## src/design/ti_mem_pkg.sv

```systemverilog
// Shared types and memory-map constants for the CPU-side memory system.
// Every design file takes what it needs by scoped names.

`default_nettype none

package ti_mem_pkg;

  // ----------------------------------------
  // Bus and register widths
  // ----------------------------------------
  typedef logic [15:0] cpu_addr_t;  // CPU byte address
  typedef logic [15:0] cpu_data_t;  // CPU data word
  typedef logic [22:0] xaddr_t;     // External memory word address
  typedef logic [7:0]  bank_t;      // Cartridge bank number
  typedef logic [7:0]  sams_page_t; // SAMS page number
  typedef logic [15:0] win_reg_t;   // Upper part of the window address

  // Memory request sequencer
  typedef enum logic [1:0] {
    IDLE     = 2'd0,  // Waiting for a strobe
    WAIT_ACK = 2'd1,  // Request issued, memory busy
    DONE     = 2'd2   // Ready held until the strobes drop
  } seq_state_t;

  // ----------------------------------------
  // Region match values
  // ----------------------------------------
  localparam logic [2:0] ROM_HI3      = 3'b000;     // 0000..1FFF, bits 15:13
  localparam logic [2:0] SAMS_REG_HI3 = 3'b010;     // 4000..5FFF, bits 15:13
  localparam logic [2:0] CART_HI3     = 3'b011;     // 6000..7FFF, bits 15:13
  localparam logic [5:0] SCRATCH_HI6  = 6'b100000;  // 8000..83FF, bits 15:10
  localparam logic [7:0] WINDOW_HI8   = 8'h85;      // Paged window
  localparam logic [7:0] WINREG_HI8   = 8'h86;      // Window register
  localparam logic [7:0] SAMS_CRU_HI8 = 8'h1E;      // SAMS control bits in CRU space

  // Top bits of the external address for the paged regions
  localparam logic [2:0] CART_XBASE = 3'b001;   // Cartridge pages at 2M
  localparam logic [3:0] SAMS_XBASE = 4'b0001;  // SAMS pages at 1M

endpackage

`default_nettype wire

```

## src/design/cs_decode.sv

```systemverilog
// Address decoder for the CPU memory map.
// Produces the chip select of every region, including the write protection
// of ROM and cartridge space. Purely combinational.

`timescale 1ns/1ps
`default_nettype none

module cs_decode (
  input  ti_mem_pkg::cpu_addr_t cpu_addr_i,
  input  wire                   cpu_wr_i,
  input  wire                   sams_en_i,      // From the SAMS CRU bit
  output logic                  xram_cs_o,      // Access goes to external memory
  output logic                  cart_cs_o,
  output logic                  window_cs_o,
  output logic                  winreg_cs_o,
  output logic                  sams_reg_cs_o,
  output logic                  sams_area_cs_o,
  output logic                  sams_cru_cs_o
);

  logic rom_cs;      // 0000..1FFF
  logic low32k_cs;   // 2000..3FFF
  logic scratch_cs;  // 8000..83FF
  logic high32k_cs;  // A000..FFFF

  // ----------------------------------------
  // Region match
  // ----------------------------------------
  assign rom_cs     = cpu_addr_i[15:13] == ti_mem_pkg::ROM_HI3;
  assign low32k_cs  = cpu_addr_i[15:13] == 3'b001;
  assign scratch_cs = cpu_addr_i[15:10] == ti_mem_pkg::SCRATCH_HI6;
  assign high32k_cs = (cpu_addr_i[15:13] == 3'b101) ||  // A000..BFFF
                      (cpu_addr_i[15:14] == 2'b11);     // C000..FFFF

  assign cart_cs_o     = cpu_addr_i[15:13] == ti_mem_pkg::CART_HI3;  // Reads and bank writes
  assign window_cs_o   = cpu_addr_i[15:8] == ti_mem_pkg::WINDOW_HI8;
  assign winreg_cs_o   = cpu_addr_i[15:8] == ti_mem_pkg::WINREG_HI8;
  assign sams_cru_cs_o = cpu_addr_i[15:8] == ti_mem_pkg::SAMS_CRU_HI8;

  // Page registers only show up while the unit is enabled
  assign sams_reg_cs_o = (cpu_addr_i[15:13] == ti_mem_pkg::SAMS_REG_HI3) && sams_en_i;

  // The 32K expansion RAM is the pageable area
  assign sams_area_cs_o = low32k_cs || high32k_cs;

  // ----------------------------------------
  // External memory select
  // ----------------------------------------
  // ROM and cartridge are read only so a write there never reaches memory
  assign xram_cs_o = (rom_cs && !cpu_wr_i)    ||
                     low32k_cs                ||
                     (cart_cs_o && !cpu_wr_i) ||
                     scratch_cs               ||
                     window_cs_o              ||
                     high32k_cs;

endmodule

`default_nettype wire

```

## src/design/bank_regs.sv

```systemverilog
// Cartridge bank register and paged memory window register.
// Both load on the first cycle of a CPU write to their region.

`timescale 1ns/1ps
`default_nettype none

module bank_regs (
  input  wire                    clk,
  input  wire                    cpu_reset,
  input  ti_mem_pkg::cpu_addr_t  cpu_addr_i,
  input  ti_mem_pkg::cpu_data_t  cpu_data_i,
  input  wire                    wr_start_i,   // One cycle, start of a write
  input  wire                    cart_cs_i,    // 6000..7FFF
  input  wire                    winreg_cs_i,  // 86xx
  output ti_mem_pkg::bank_t      cart_bank_o,
  output ti_mem_pkg::win_reg_t   win_reg_o
);

  always_ff @(posedge clk) begin
    if (cpu_reset) begin
      cart_bank_o <= '0;
      win_reg_o   <= '0;
    end else begin
      // Extended BASIC banking takes the page number from the address bus
      if (wr_start_i && cart_cs_i) begin
        cart_bank_o <= cpu_addr_i[8:1];
      end
      if (wr_start_i && winreg_cs_i) begin
        win_reg_o <= cpu_data_i;  // Top 16 bits of the window address
      end
    end
  end

endmodule

`default_nettype wire

```

## src/design/sams_pager.sv

```systemverilog
// SAMS memory paging unit.
// CRU bit 1E00 shows the page registers at 4000..5FFF, CRU bit 1E02 turns
// the mapping on. With mapping on, bits 15:12 of a CPU address pick one of
// the 16 page registers; with it off the page is just those address bits.

`timescale 1ns/1ps
`default_nettype none

module sams_pager (
  input  wire                     clk,
  input  wire                     cpu_reset,
  input  ti_mem_pkg::cpu_addr_t   cpu_addr_i,
  input  ti_mem_pkg::cpu_data_t   cpu_data_i,
  input  wire                     wr_start_i,
  input  wire                     cru_clk_i,
  input  wire                     cru_bit_i,
  input  wire                     sams_cru_cs_i,  // CRU base 1E00
  input  wire                     sams_reg_cs_i,  // Page register area
  output logic                    sams_en_o,
  output ti_mem_pkg::sams_page_t  page_o,
  output ti_mem_pkg::cpu_data_t   reg_rdata_o
);

  logic                   last_cru_clk;
  logic                   cru_clk_rise;
  logic                   map_en;        // Translation active
  ti_mem_pkg::sams_page_t page_regs [16];
  ti_mem_pkg::sams_page_t reg_sel;       // Register addressed at 4000..401F

  assign cru_clk_rise = cru_clk_i && !last_cru_clk;

  // ----------------------------------------
  // CRU control bits
  // ----------------------------------------
  always_ff @(posedge clk) begin
    if (cpu_reset) begin
      last_cru_clk <= 1'b0;
      sams_en_o    <= 1'b0;
      map_en       <= 1'b0;
    end else begin
      last_cru_clk <= cru_clk_i;
      if (cru_clk_rise && sams_cru_cs_i) begin
        if (cpu_addr_i[7:1] == 7'd0) begin
          sams_en_o <= cru_bit_i;  // 1E00
        end else if (cpu_addr_i[7:1] == 7'd1) begin
          map_en <= cru_bit_i;     // 1E02
        end
      end
    end
  end

  // ----------------------------------------
  // Page registers
  // ----------------------------------------
  always_ff @(posedge clk) begin
    if (cpu_reset) begin
      for (int i = 0; i < 16; i++) begin
        page_regs[i] <= '0;
      end
    end else if (wr_start_i && sams_reg_cs_i) begin
      page_regs[cpu_addr_i[4:1]] <= cpu_data_i[15:8];  // Page number in the high byte
    end
  end

  assign reg_sel     = page_regs[cpu_addr_i[4:1]];
  assign reg_rdata_o = {reg_sel, reg_sel};  // Same byte on both halves

  // Lookup for the 4K block being accessed
  assign page_o = map_en ? page_regs[cpu_addr_i[15:12]]
                         : {4'b0000, cpu_addr_i[15:12]};

endmodule

`default_nettype wire

```

## src/design/xaddr_map.sv

```systemverilog
// External address construction and CPU read-data selection.
// Maps each CPU word address into the 23-bit external memory space and
// picks the source of the data returned to the CPU.

`timescale 1ns/1ps
`default_nettype none

module xaddr_map (
  input  ti_mem_pkg::cpu_addr_t   cpu_addr_i,
  input  wire                     cart_cs_i,
  input  wire                     window_cs_i,
  input  wire                     sams_area_cs_i,
  input  wire                     winreg_cs_i,
  input  wire                     sams_reg_cs_i,
  input  wire                     xram_cs_i,
  input  ti_mem_pkg::bank_t       cart_bank_i,
  input  ti_mem_pkg::win_reg_t    win_reg_i,
  input  ti_mem_pkg::sams_page_t  sams_page_i,
  input  ti_mem_pkg::cpu_data_t   sams_rdata_i,
  input  ti_mem_pkg::cpu_data_t   mem_rdata_i,
  output ti_mem_pkg::xaddr_t      mem_addr_o,
  output ti_mem_pkg::cpu_data_t   cpu_data_o
);

  ti_mem_pkg::xaddr_t cart_xaddr;
  ti_mem_pkg::xaddr_t window_xaddr;
  ti_mem_pkg::xaddr_t sams_xaddr;
  ti_mem_pkg::xaddr_t plain_xaddr;

  // ----------------------------------------
  // Address candidates
  // ----------------------------------------
  assign cart_xaddr   = {ti_mem_pkg::CART_XBASE, cart_bank_i, cpu_addr_i[12:1]};  // 256 x 8K
  assign window_xaddr = {win_reg_i, cpu_addr_i[7:1]};       // 256-byte window anywhere
  assign sams_xaddr   = {ti_mem_pkg::SAMS_XBASE, sams_page_i, cpu_addr_i[11:1]};  // 4K pages
  assign plain_xaddr  = {8'h00, cpu_addr_i[15:1]};

  assign mem_addr_o = cart_cs_i      ? cart_xaddr   :
                      window_cs_i    ? window_xaddr :
                      sams_area_cs_i ? sams_xaddr   :
                                       plain_xaddr;

  // Read data with the registers taking priority
  assign cpu_data_o = winreg_cs_i   ? win_reg_i    :
                      sams_reg_cs_i ? sams_rdata_i :
                      xram_cs_i     ? mem_rdata_i  :
                                      '0;           // Unmapped or protected

endmodule

`default_nettype wire

```

## src/design/xmem_seq.sv

```systemverilog
// Turns the level rd/wr strobes of the CPU into one-cycle memory requests
// and drives CPU ready. Ready latches until both strobes are low.

`timescale 1ns/1ps
`default_nettype none

module xmem_seq (
  input  wire   clk,
  input  wire   cpu_reset,
  input  wire   cpu_rd_i,
  input  wire   cpu_wr_i,
  input  wire   xram_cs_i,    // Target is external memory
  input  wire   mem_ack_i,
  output logic  mem_rd_rq_o,
  output logic  mem_wr_rq_o,
  output logic  wr_start_o,   // First cycle of a write, to the registers
  output logic  cpu_ready_o
);

  logic                   last_rd, last_wr;
  logic                   rd_start, access_start;
  ti_mem_pkg::seq_state_t state;

  assign rd_start     = cpu_rd_i && !last_rd;
  assign wr_start_o   = cpu_wr_i && !last_wr;
  assign access_start = rd_start || wr_start_o;

  assign mem_rd_rq_o = rd_start && xram_cs_i;
  assign mem_wr_rq_o = wr_start_o && xram_cs_i;

  always_ff @(posedge clk) begin
    if (cpu_reset) begin
      last_rd <= 1'b0;
      last_wr <= 1'b0;
      state   <= ti_mem_pkg::IDLE;
    end else begin
      last_rd <= cpu_rd_i;
      last_wr <= cpu_wr_i;
      case (state)
        ti_mem_pkg::IDLE: if (access_start) begin
          // Internal targets answer one cycle later
          state <= xram_cs_i ? ti_mem_pkg::WAIT_ACK : ti_mem_pkg::DONE;
        end
        ti_mem_pkg::WAIT_ACK: if (mem_ack_i) state <= ti_mem_pkg::DONE;
        ti_mem_pkg::DONE: if (!cpu_rd_i && !cpu_wr_i) state <= ti_mem_pkg::IDLE;
        default: state <= ti_mem_pkg::IDLE;
      endcase
    end
  end

  // Ready in the ack cycle itself, then held in DONE
  assign cpu_ready_o = (state == ti_mem_pkg::WAIT_ACK && mem_ack_i) ||
                       (state == ti_mem_pkg::DONE);

endmodule

`default_nettype wire

```

## src/design/ti_memsys.sv

```systemverilog
// CPU-side memory system top level.
// Decodes the CPU bus, keeps the bank, window and SAMS registers, and turns
// each CPU access into at most one request on the external memory port.

`timescale 1ns/1ps
`default_nettype none

module ti_memsys (
  input  wire                    clk,
  input  wire                    cpu_reset,
  // CPU bus
  input  ti_mem_pkg::cpu_addr_t  cpu_addr_i,
  input  ti_mem_pkg::cpu_data_t  cpu_data_i,
  input  wire                    cpu_rd_i,
  input  wire                    cpu_wr_i,
  input  wire                    cru_clk_i,
  input  wire                    cru_bit_i,
  output ti_mem_pkg::cpu_data_t  cpu_data_o,
  output logic                   cpu_ready_o,
  // External memory port
  input  ti_mem_pkg::cpu_data_t  mem_rdata_i,
  input  wire                    mem_ack_i,
  output ti_mem_pkg::xaddr_t     mem_addr_o,
  output ti_mem_pkg::cpu_data_t  mem_wdata_o,
  output logic                   mem_rd_rq_o,
  output logic                   mem_wr_rq_o
);

  // Chip selects
  logic xram_cs, cart_cs, window_cs, winreg_cs;
  logic sams_reg_cs, sams_area_cs, sams_cru_cs;

  logic                   sams_en;     // SAMS registers visible at 4000
  logic                   wr_start;    // First cycle of a CPU write
  ti_mem_pkg::bank_t      cart_bank;
  ti_mem_pkg::win_reg_t   win_reg;
  ti_mem_pkg::sams_page_t sams_page;
  ti_mem_pkg::cpu_data_t  sams_rdata;

  assign mem_wdata_o = cpu_data_i;  // Full-word writes only

  cs_decode u_cs_decode (
    .cpu_addr_i      (cpu_addr_i),
    .cpu_wr_i        (cpu_wr_i),
    .sams_en_i       (sams_en),
    .xram_cs_o       (xram_cs),
    .cart_cs_o       (cart_cs),
    .window_cs_o     (window_cs),
    .winreg_cs_o     (winreg_cs),
    .sams_reg_cs_o   (sams_reg_cs),
    .sams_area_cs_o  (sams_area_cs),
    .sams_cru_cs_o   (sams_cru_cs)
  );

  bank_regs u_bank_regs (
    .clk          (clk),
    .cpu_reset    (cpu_reset),
    .cpu_addr_i   (cpu_addr_i),
    .cpu_data_i   (cpu_data_i),
    .wr_start_i   (wr_start),
    .cart_cs_i    (cart_cs),
    .winreg_cs_i  (winreg_cs),
    .cart_bank_o  (cart_bank),
    .win_reg_o    (win_reg)
  );

  sams_pager u_sams_pager (
    .clk            (clk),
    .cpu_reset      (cpu_reset),
    .cpu_addr_i     (cpu_addr_i),
    .cpu_data_i     (cpu_data_i),
    .wr_start_i     (wr_start),
    .cru_clk_i      (cru_clk_i),
    .cru_bit_i      (cru_bit_i),
    .sams_cru_cs_i  (sams_cru_cs),
    .sams_reg_cs_i  (sams_reg_cs),
    .sams_en_o      (sams_en),
    .page_o         (sams_page),
    .reg_rdata_o    (sams_rdata)
  );

  xaddr_map u_xaddr_map (
    .cpu_addr_i      (cpu_addr_i),
    .cart_cs_i       (cart_cs),
    .window_cs_i     (window_cs),
    .sams_area_cs_i  (sams_area_cs),
    .winreg_cs_i     (winreg_cs),
    .sams_reg_cs_i   (sams_reg_cs),
    .xram_cs_i       (xram_cs),
    .cart_bank_i     (cart_bank),
    .win_reg_i       (win_reg),
    .sams_page_i     (sams_page),
    .sams_rdata_i    (sams_rdata),
    .mem_rdata_i     (mem_rdata_i),
    .mem_addr_o      (mem_addr_o),
    .cpu_data_o      (cpu_data_o)
  );

  xmem_seq u_xmem_seq (
    .clk          (clk),
    .cpu_reset    (cpu_reset),
    .cpu_rd_i     (cpu_rd_i),
    .cpu_wr_i     (cpu_wr_i),
    .xram_cs_i    (xram_cs),
    .mem_ack_i    (mem_ack_i),
    .mem_rd_rq_o  (mem_rd_rq_o),
    .mem_wr_rq_o  (mem_wr_rq_o),
    .wr_start_o   (wr_start),
    .cpu_ready_o  (cpu_ready_o)
  );

endmodule

`default_nettype wire

```

## config.mk

```make
export PLATFORM = sky130hd
export DESIGN_NAME = ti_memsys
export DESIGN_NICKNAME = d
export VERILOG_FILES = /design/src/design/ti_mem_pkg.sv /design/src/design/cs_decode.sv /design/src/design/bank_regs.sv /design/src/design/sams_pager.sv /design/src/design/xaddr_map.sv /design/src/design/xmem_seq.sv /design/src/design/ti_memsys.sv
export SDC_FILE = /design/constraint.sdc
export NUM_CORES = 1
export LEC_CHECK = 0
export BUFFER_PORTS_ARGS = -buffer_cell sky130_fd_sc_hd__buf_2
export CORE_ASPECT_RATIO = 1.75
export CORE_MARGIN = 2
export CORE_UTILIZATION = 25
export DETAILED_ROUTE_END_ITERATION = 10
export PLACE_DENSITY = 0.5
export SYNTH_ARGS = -nofsm -noshare
export SYNTH_HDL_FRONTEND = slang
export SYNTH_SLANG_ARGS = --single-unit
export TNS_END_PERCENT = 100
```

## constraint.sdc

```tcl
create_clock -name clk -period 1.9 [get_ports clk]
set_clock_uncertainty 0.15 [all_clocks]
set_input_delay 0.19 -clock clk [delete_from_list [all_inputs] [get_ports clk]]
set_output_delay 0.19 -clock clk [all_outputs]
set_load 0.02 [all_outputs]
```

==> impl_metrics.yaml, run 1 <==
final_layout:
  antenna_cells: 0
  syn_to_final_growth_pct: 35.4
  final_core_util_pct: 34.3
  drive_gt1_share_pct: 43.2
  nets: 918
  post-route-cell-area_mm2: 0.0113
clocking:
  clk_latency_ns: 0.44
  htreeDepth: 4
  clk_root_buffer_cell: "clkbuf_16"
  cts_tree: "done"
  cts_sinks: 159
  path_clk_slew_ns: 0.07
  cts_buffer_depth: 2
  cts_inserted_buffers: 17
yosys:
  ys_types: 48
  synthSimpleGateAreaFrac_pct: 18.6
  yosysTopAreaCell: "edfxtp_1"
  synthTopCellsByArea: "edfxtp_1, mux4_2, and2_1, dfxtp_1, mux2i_1"
  synthAdderAreaFrac_pct: 0
  synth_top_area_share_pct: 46.1
  syn-num-nets: 735
  synth_area_mm2: 0.00834
  synth-seq-area-share_pct: 53.5
  synth_ff_type: "edfxtp_1"
  yosys-mux-area-fraction_pct: 14.6
  synth_warnings: 0
  synth_edf_count: 128
  ys_ff_latch: 159
  syn_area_per_cell_um2: 12.3
  yosys-top-cells-count: "and2_1, edfxtp_1, nand2_1, mux4_2, nor2_1"
  async_reset_ff_share_pct: 0
  synth_xor_xnor_area_share_pct: 0
  yosysMostFrequentCell: "and2_1"
  syn-instance-count: 680
  synth_top_family_by_area: "simple AND/OR/NAND/NOR gates"
  synth-compound-area-share_pct: 8.39
critical_path:
  crit_type: "flip-flop to output pin"
  critPathMaxFanout: 2
  crit_path_end_kind: "output pin"
  critPathSlowestCell: "mux4_2"
  cp.required_ns: 1.56
  cp.arrival_ns: 2.23
  crit_path_start_kind: "flip-flop"
  cp_cell_sequence: "mux4_2 > a22oi_2 > nand2_1 > a221o_1 > buf_6"
  cp_slowest_stage_delay_ns: 0.54
route:
  via_count: 6226
  dr.first_iter.drc_count: 284
  dr.pass1.iters: 5
  drc: 0
  wl_per_cell_um: 22.9
  wirelength_mm: 29.3
  vias_per_cell: 4.86
  drtAntennaViolNets: 0
die:
  start_util_pct: 25.3
  die_x_um: 142
  core_mm2: 0.0329
  io_pins: 113
  die_h_um: 246
  row_count: 88
  die-area_mm2: 0.0349
placed_design:
  dpl_cell_area_mm2: 0.00987
  dp_slack_ns: -0.478
  dpl.hpwl_mm: 22.2
  routabilityCongestion: 0.850
  port_buffers: 111
timing:
  slew_headroom_pct: 58.3
  min_period_over_period_pct: 136
  slew_viol_final: 0
  period_needed_ns: 2.57
  finalSetupViolCount: 117
  grt_setup_unrepaired: "true"
  hold_ws_ns: 0.0113
  finalHoldViolations: 0
  setup_slack_ns: -0.675
  worst_pin_slew_ns: 0.625
  maxClockFrequency_ghz: 0.388
pwr:
  ir_drop_mv: 0.482
  leakagePower_uw: 0.00435
  power.total_uw: 8320
  p_per_area_mw_per_mm2: 737
min_path:
  hold_class: "primary input to flip-flop"
run_status:
  status: "finished with violations"
  violations: "negative setup slack"
grt:
  antenna_found_initial: 0
  grtUsageTotal_pct: 17.1
  grt_remaining_overflow: 0
  grt_pass1_wl_mm: 42.3
  grt_max_degree: 48
  grt_pass1_vias: 6529
run:
  drv_cap: 0
timing repair:
| action | CTS | global route |
|---|---|---|
| hold buffers | 16 | 0 |
| endpoints found under the setup margin | 242 | 229 |
| gates resized for setup | 124 | 47 |
| buffers inserted | 6 | 5 |
| endpoints found under the hold margin | 17 | 0 |
| cloned | 2 | 0 |
| pin swaps | 38 | 8 |
cell families (layout without fill, tap and decap cells):
kind of cell           count (synthesis)  after routing
muxes                                 72             72
DFF                                  159            159
and+or+nand+nor                      277            277
AOI/OAI and AO/OA                     99             99
buffers and inverters                 73            269
worst max-delay path, delay by kind of cell (launching register included):
family	cells	cell delay [ns]
and+or+nand+nor	1	0.12
muxes	1	0.54
DFF	1	0.47
AOI/OAI and AO/OA	2	0.53
buffers and inverters	1	0.14
area by class of cell:
type	instances	area (um2)
inverter	6	22.5
sequential	159	4470
timing repair buffer	231	1820
fill	3199	21600
clock buffer	20	459
clock inverter	12	96.3
multi-input combinational	448	3920
tap	405	507
per-layer routing:
metal	wire length (um)	share of wire [%]	up-vias	track usage (%)
li1	-	-	2863	-
met1	9650	33	3081	15.5
met2	17000	58	207	34.0
met3	960	3.3	75	2.82
met4	1680	5.7	0	11.0
met5	0	0	-	0
path summary, 6_finish.rpt:
check | end | from | slack (ns) | cells past startpoint
setup reg to reg | u_sams_pager.page_regs[1][3] | u_sams_pager.sams_en_o | -0.09 | 7
setup / recovery | cpu_data_o[0] | u_sams_pager.page_regs[15][0] | -0.67 | 5
hold reg to reg | u_xmem_seq.state[0] | u_xmem_seq.state[1] | 0.30 | 1
hold / removal | u_bank_regs.win_reg_o[10] | cpu_data_i[10] | 0.01 | 3
through the flow:
stage	std cells	TNS [ns]
after floorplan	680	0
after global placement	1224	-37.76
after detailed placement	1224	-37.40
after CTS	1279	-15.02
after global routing	1281	-28.26
final	1281	-17.09
state kept, by name, indices dropped and copies added (netlist names):
name,cells
u_sams_pager.map_en,1
u_xmem_seq.state,2
u_sams_pager.last_cru_clk,1
u_bank_regs.win_reg_o,16
u_sams_pager.sams_en_o,1
u_sams_pager.page_regs,128
u_xmem_seq.last_rd,1
u_xmem_seq.last_wr,1
u_bank_regs.cart_bank_o,8
where the power goes:
group / switching (uW) / total [uW] / internal (uW) / leakage [uW]
combinational: 594 / 1090 / 495 / 0.00250
sequential: 81.6 / 3940 / 3850 / 0.00157
clock: 1510 / 3300 / 1780 / 0.000273
total: 2190 / 8320 / 6130 / 0.00435
cells in the final DEF (no fill, tap or decap), types with 25 or more instances in the layout:
cell type / count
and2_1: 130
buf_2: 88
mux2i_1: 25
dfxtp_1: 29
a21oi_1: 27
nand2_1: 44
edfxtp_1: 128
mux4_2: 39
buf_4: 75
buf_6: 44
(Power assumes the default switching activity.)
==> inputs of run 2 (changes only) <==
PLACE_DENSITY = 0.48   (was 0.5)
RECOVER_POWER = 100   (was not set)
clock period = 3.1 ns   (was 1.9 ns; I/O delays follow)
==> run 2 against run 1 <==
Effect of this change:
- the flow finishes with violations (max-capacitance violations, max-slew violations)
- largest power group unchanged
- clock-buffer cell count decreased by 3
- largest cell class unchanged
- combinational power decreased by 51%
- sequential share of layout area increased by 5.4 points
==> impl_metrics.yaml, run 2 (synthesized netlist as in run 1, its figures left out) <==
run_status:
  status: "finished with violations"
  violations: "max-capacitance violations, max-slew violations"
clocking:
  cts_sinks: 159
  cts_inserted_buffers: 17
  cts_buffer_depth: 2
  cts_tree: "done"
  cts_setup_buffers: 0
  clk_latency_ns: 0.43
  path_clk_slew_ns: 0.07
  ctsResizeCount: 0
  clk_root_buffer_cell: "clkbuf_16"
  htreeDepth: 4
  holdBufCountCts: 13
run:
  drv_cap: 1
route:
  via_count: 5819
  vias_per_cell: 4.79
  dr.first_iter.drc_count: 316
  wl_per_cell_um: 21.8
  dr.pass1.iters: 5
  wirelength_mm: 26.5
  drtAntennaViolNets: 0
  drc: 0
critical_path:
  cp.required_ns: 3.03
  reg2regPathDepth: 5
  rrSetupSlack_ns: 0.31
  cp.arrival_ns: 2.73
  crit_type: "flip-flop to flip-flop"
  crit_path_end_kind: "flip-flop"
  critPathSlowestCell: "nor3b_1"
  timing.rr.start: "u_sams_pager.sams_en_o"
  critPathMaxFanout: 8
  crit_path_start_kind: "flip-flop"
  reg2reg_to: "u_sams_pager.page_regs[1][0]"
  cp_cell_sequence: "nand4bb_2 > nor3b_1 > nand3b_1 > nor3_1 > or2_1"
  cp_slowest_stage_delay_ns: 0.61
timing:
  grt_setup_unrepaired: "false"
  slew_viol_final: 48
  min_period_over_period_pct: 90.1
  period_needed_ns: 2.79
  setup_tns_ns: 0
  worst_pin_slew_ns: 2.30
  hold_ws_ns: 0.0167
  finalSetupViolCount: 0
  maxClockFrequency_ghz: 0.358
  finalHoldViolations: 0
  slew_headroom_pct: -53.5
final_layout:
  layout_commonest_cell: "edfxtp_1"
  drive_gt1_share_pct: 20.2
  fill_cells: 3351
  layout_common_cells: "edfxtp_1, and2_1, clkbuf_1, buf_2, and2_0"
  top_register: "u_sams_pager.page_regs"
  syn_to_final_growth_pct: 19.1
  largest_register_ff_count: 128
  largestRegisters: "u_sams_pager.page_regs: 128 flops, u_bank_regs.win_reg_o: 16 flops, u_bank_regs.cart_bank_o: 8 flops"
  antenna_cells: 0
  nets: 853
die:
  die-area_mm2: 0.0349
  die_h_um: 246
  io_pins: 113
  start_util_pct: 25.3
  core_mm2: 0.0329
  die_x_um: 142
  row_count: 88
min_path:
  min_to: "u_xmem_seq.last_wr"
  hold_class: "primary input to flip-flop"
  whs_path_depth: 2
  min_from: "cpu_wr_i"
pwr:
  power.total_uw: 5090
  leakagePower_uw: 0.00358
  p_per_area_mw_per_mm2: 512
  ir_drop_mv: 0.369
grt:
  antenna_found_initial: 0
  grt_pass1_wl_mm: 38.4
  grt_max_degree: 48
  grt_remaining_overflow: 0
  grtUsageTotal_pct: 15.4
  grt_pass1_vias: 5971
placed_design:
  port_buffers: 111
  dpl.hpwl_mm: 20.1
  routabilityCongestion: 0.818
[run 2: final cells by class]
type	count	area, um2	area share [%]
clock inverters	15	175	1.76
well taps	405	507	5.10
repair buffers	166	887	8.94
flip-flops and latches	159	4460	45.0
clock buffers	17	425	4.28
inverters	6	22.5	0.227
multi-input cells	448	3450	34.7
[run 2: through the flow]
step,instances,instance area (um2),util [%],worst slack [ns]
3_3_place_gp,1171,9360,28.4,0.371
4_1_cts,1216,10100,30.7,0.362
6_report,1216,9930,30.2,0.307
3_5_place_dp,1171,9360,28.4,0.321
5_1_grt,1216,9930,30.2,0.112
2_1_floorplan,680,8340,-,0.910
[run 2: worst max path at each step]
stage	startpoint	end	slack (ns)	depth (start not counted)
detailed placement	cpu_addr_i[13]	u_sams_pager.page_regs[9][6]	0.32	6
floorplan	cpu_addr_i[2]	cpu_data_o[10]	0.91	6
CTS	u_sams_pager.page_regs[15][4]	cpu_data_o[4]	0.36	5
global route	u_sams_pager.sams_en_o	cpu_data_o[2]	0.11	7
global placement	cpu_addr_i[13]	u_sams_pager.page_regs[9][5]	0.37	6
finish	u_sams_pager.sams_en_o	u_sams_pager.page_regs[1][0]	0.31	5
[run 2: report_power, final]
| group | switching, uW | internal (uW) | total, uW |
|---|---|---|---|
| Clock | 942 | 1220 | 2160 |
| Combinational | 335 | 199 | 534 |
| Sequential | 32.1 | 2360 | 2390 |
| Total | 1310 | 3780 | 5090 |
[run 2: critical path, delay by kind of cell (launching register included)]
kind / cells / cell delay (ns)
flip-flops: 1 / 0.36
AND/OR/NAND/NOR: 5 / 1.93
[run 2: per-layer routing]
metal	vias to the layer above	wire [um]	track usage, %
li1	2733	-	-
met1	2852	9250	14.6
met2	197	15500	31.6
met3	37	785	2.08
met4	0	928	6.85
met5	-	0	0
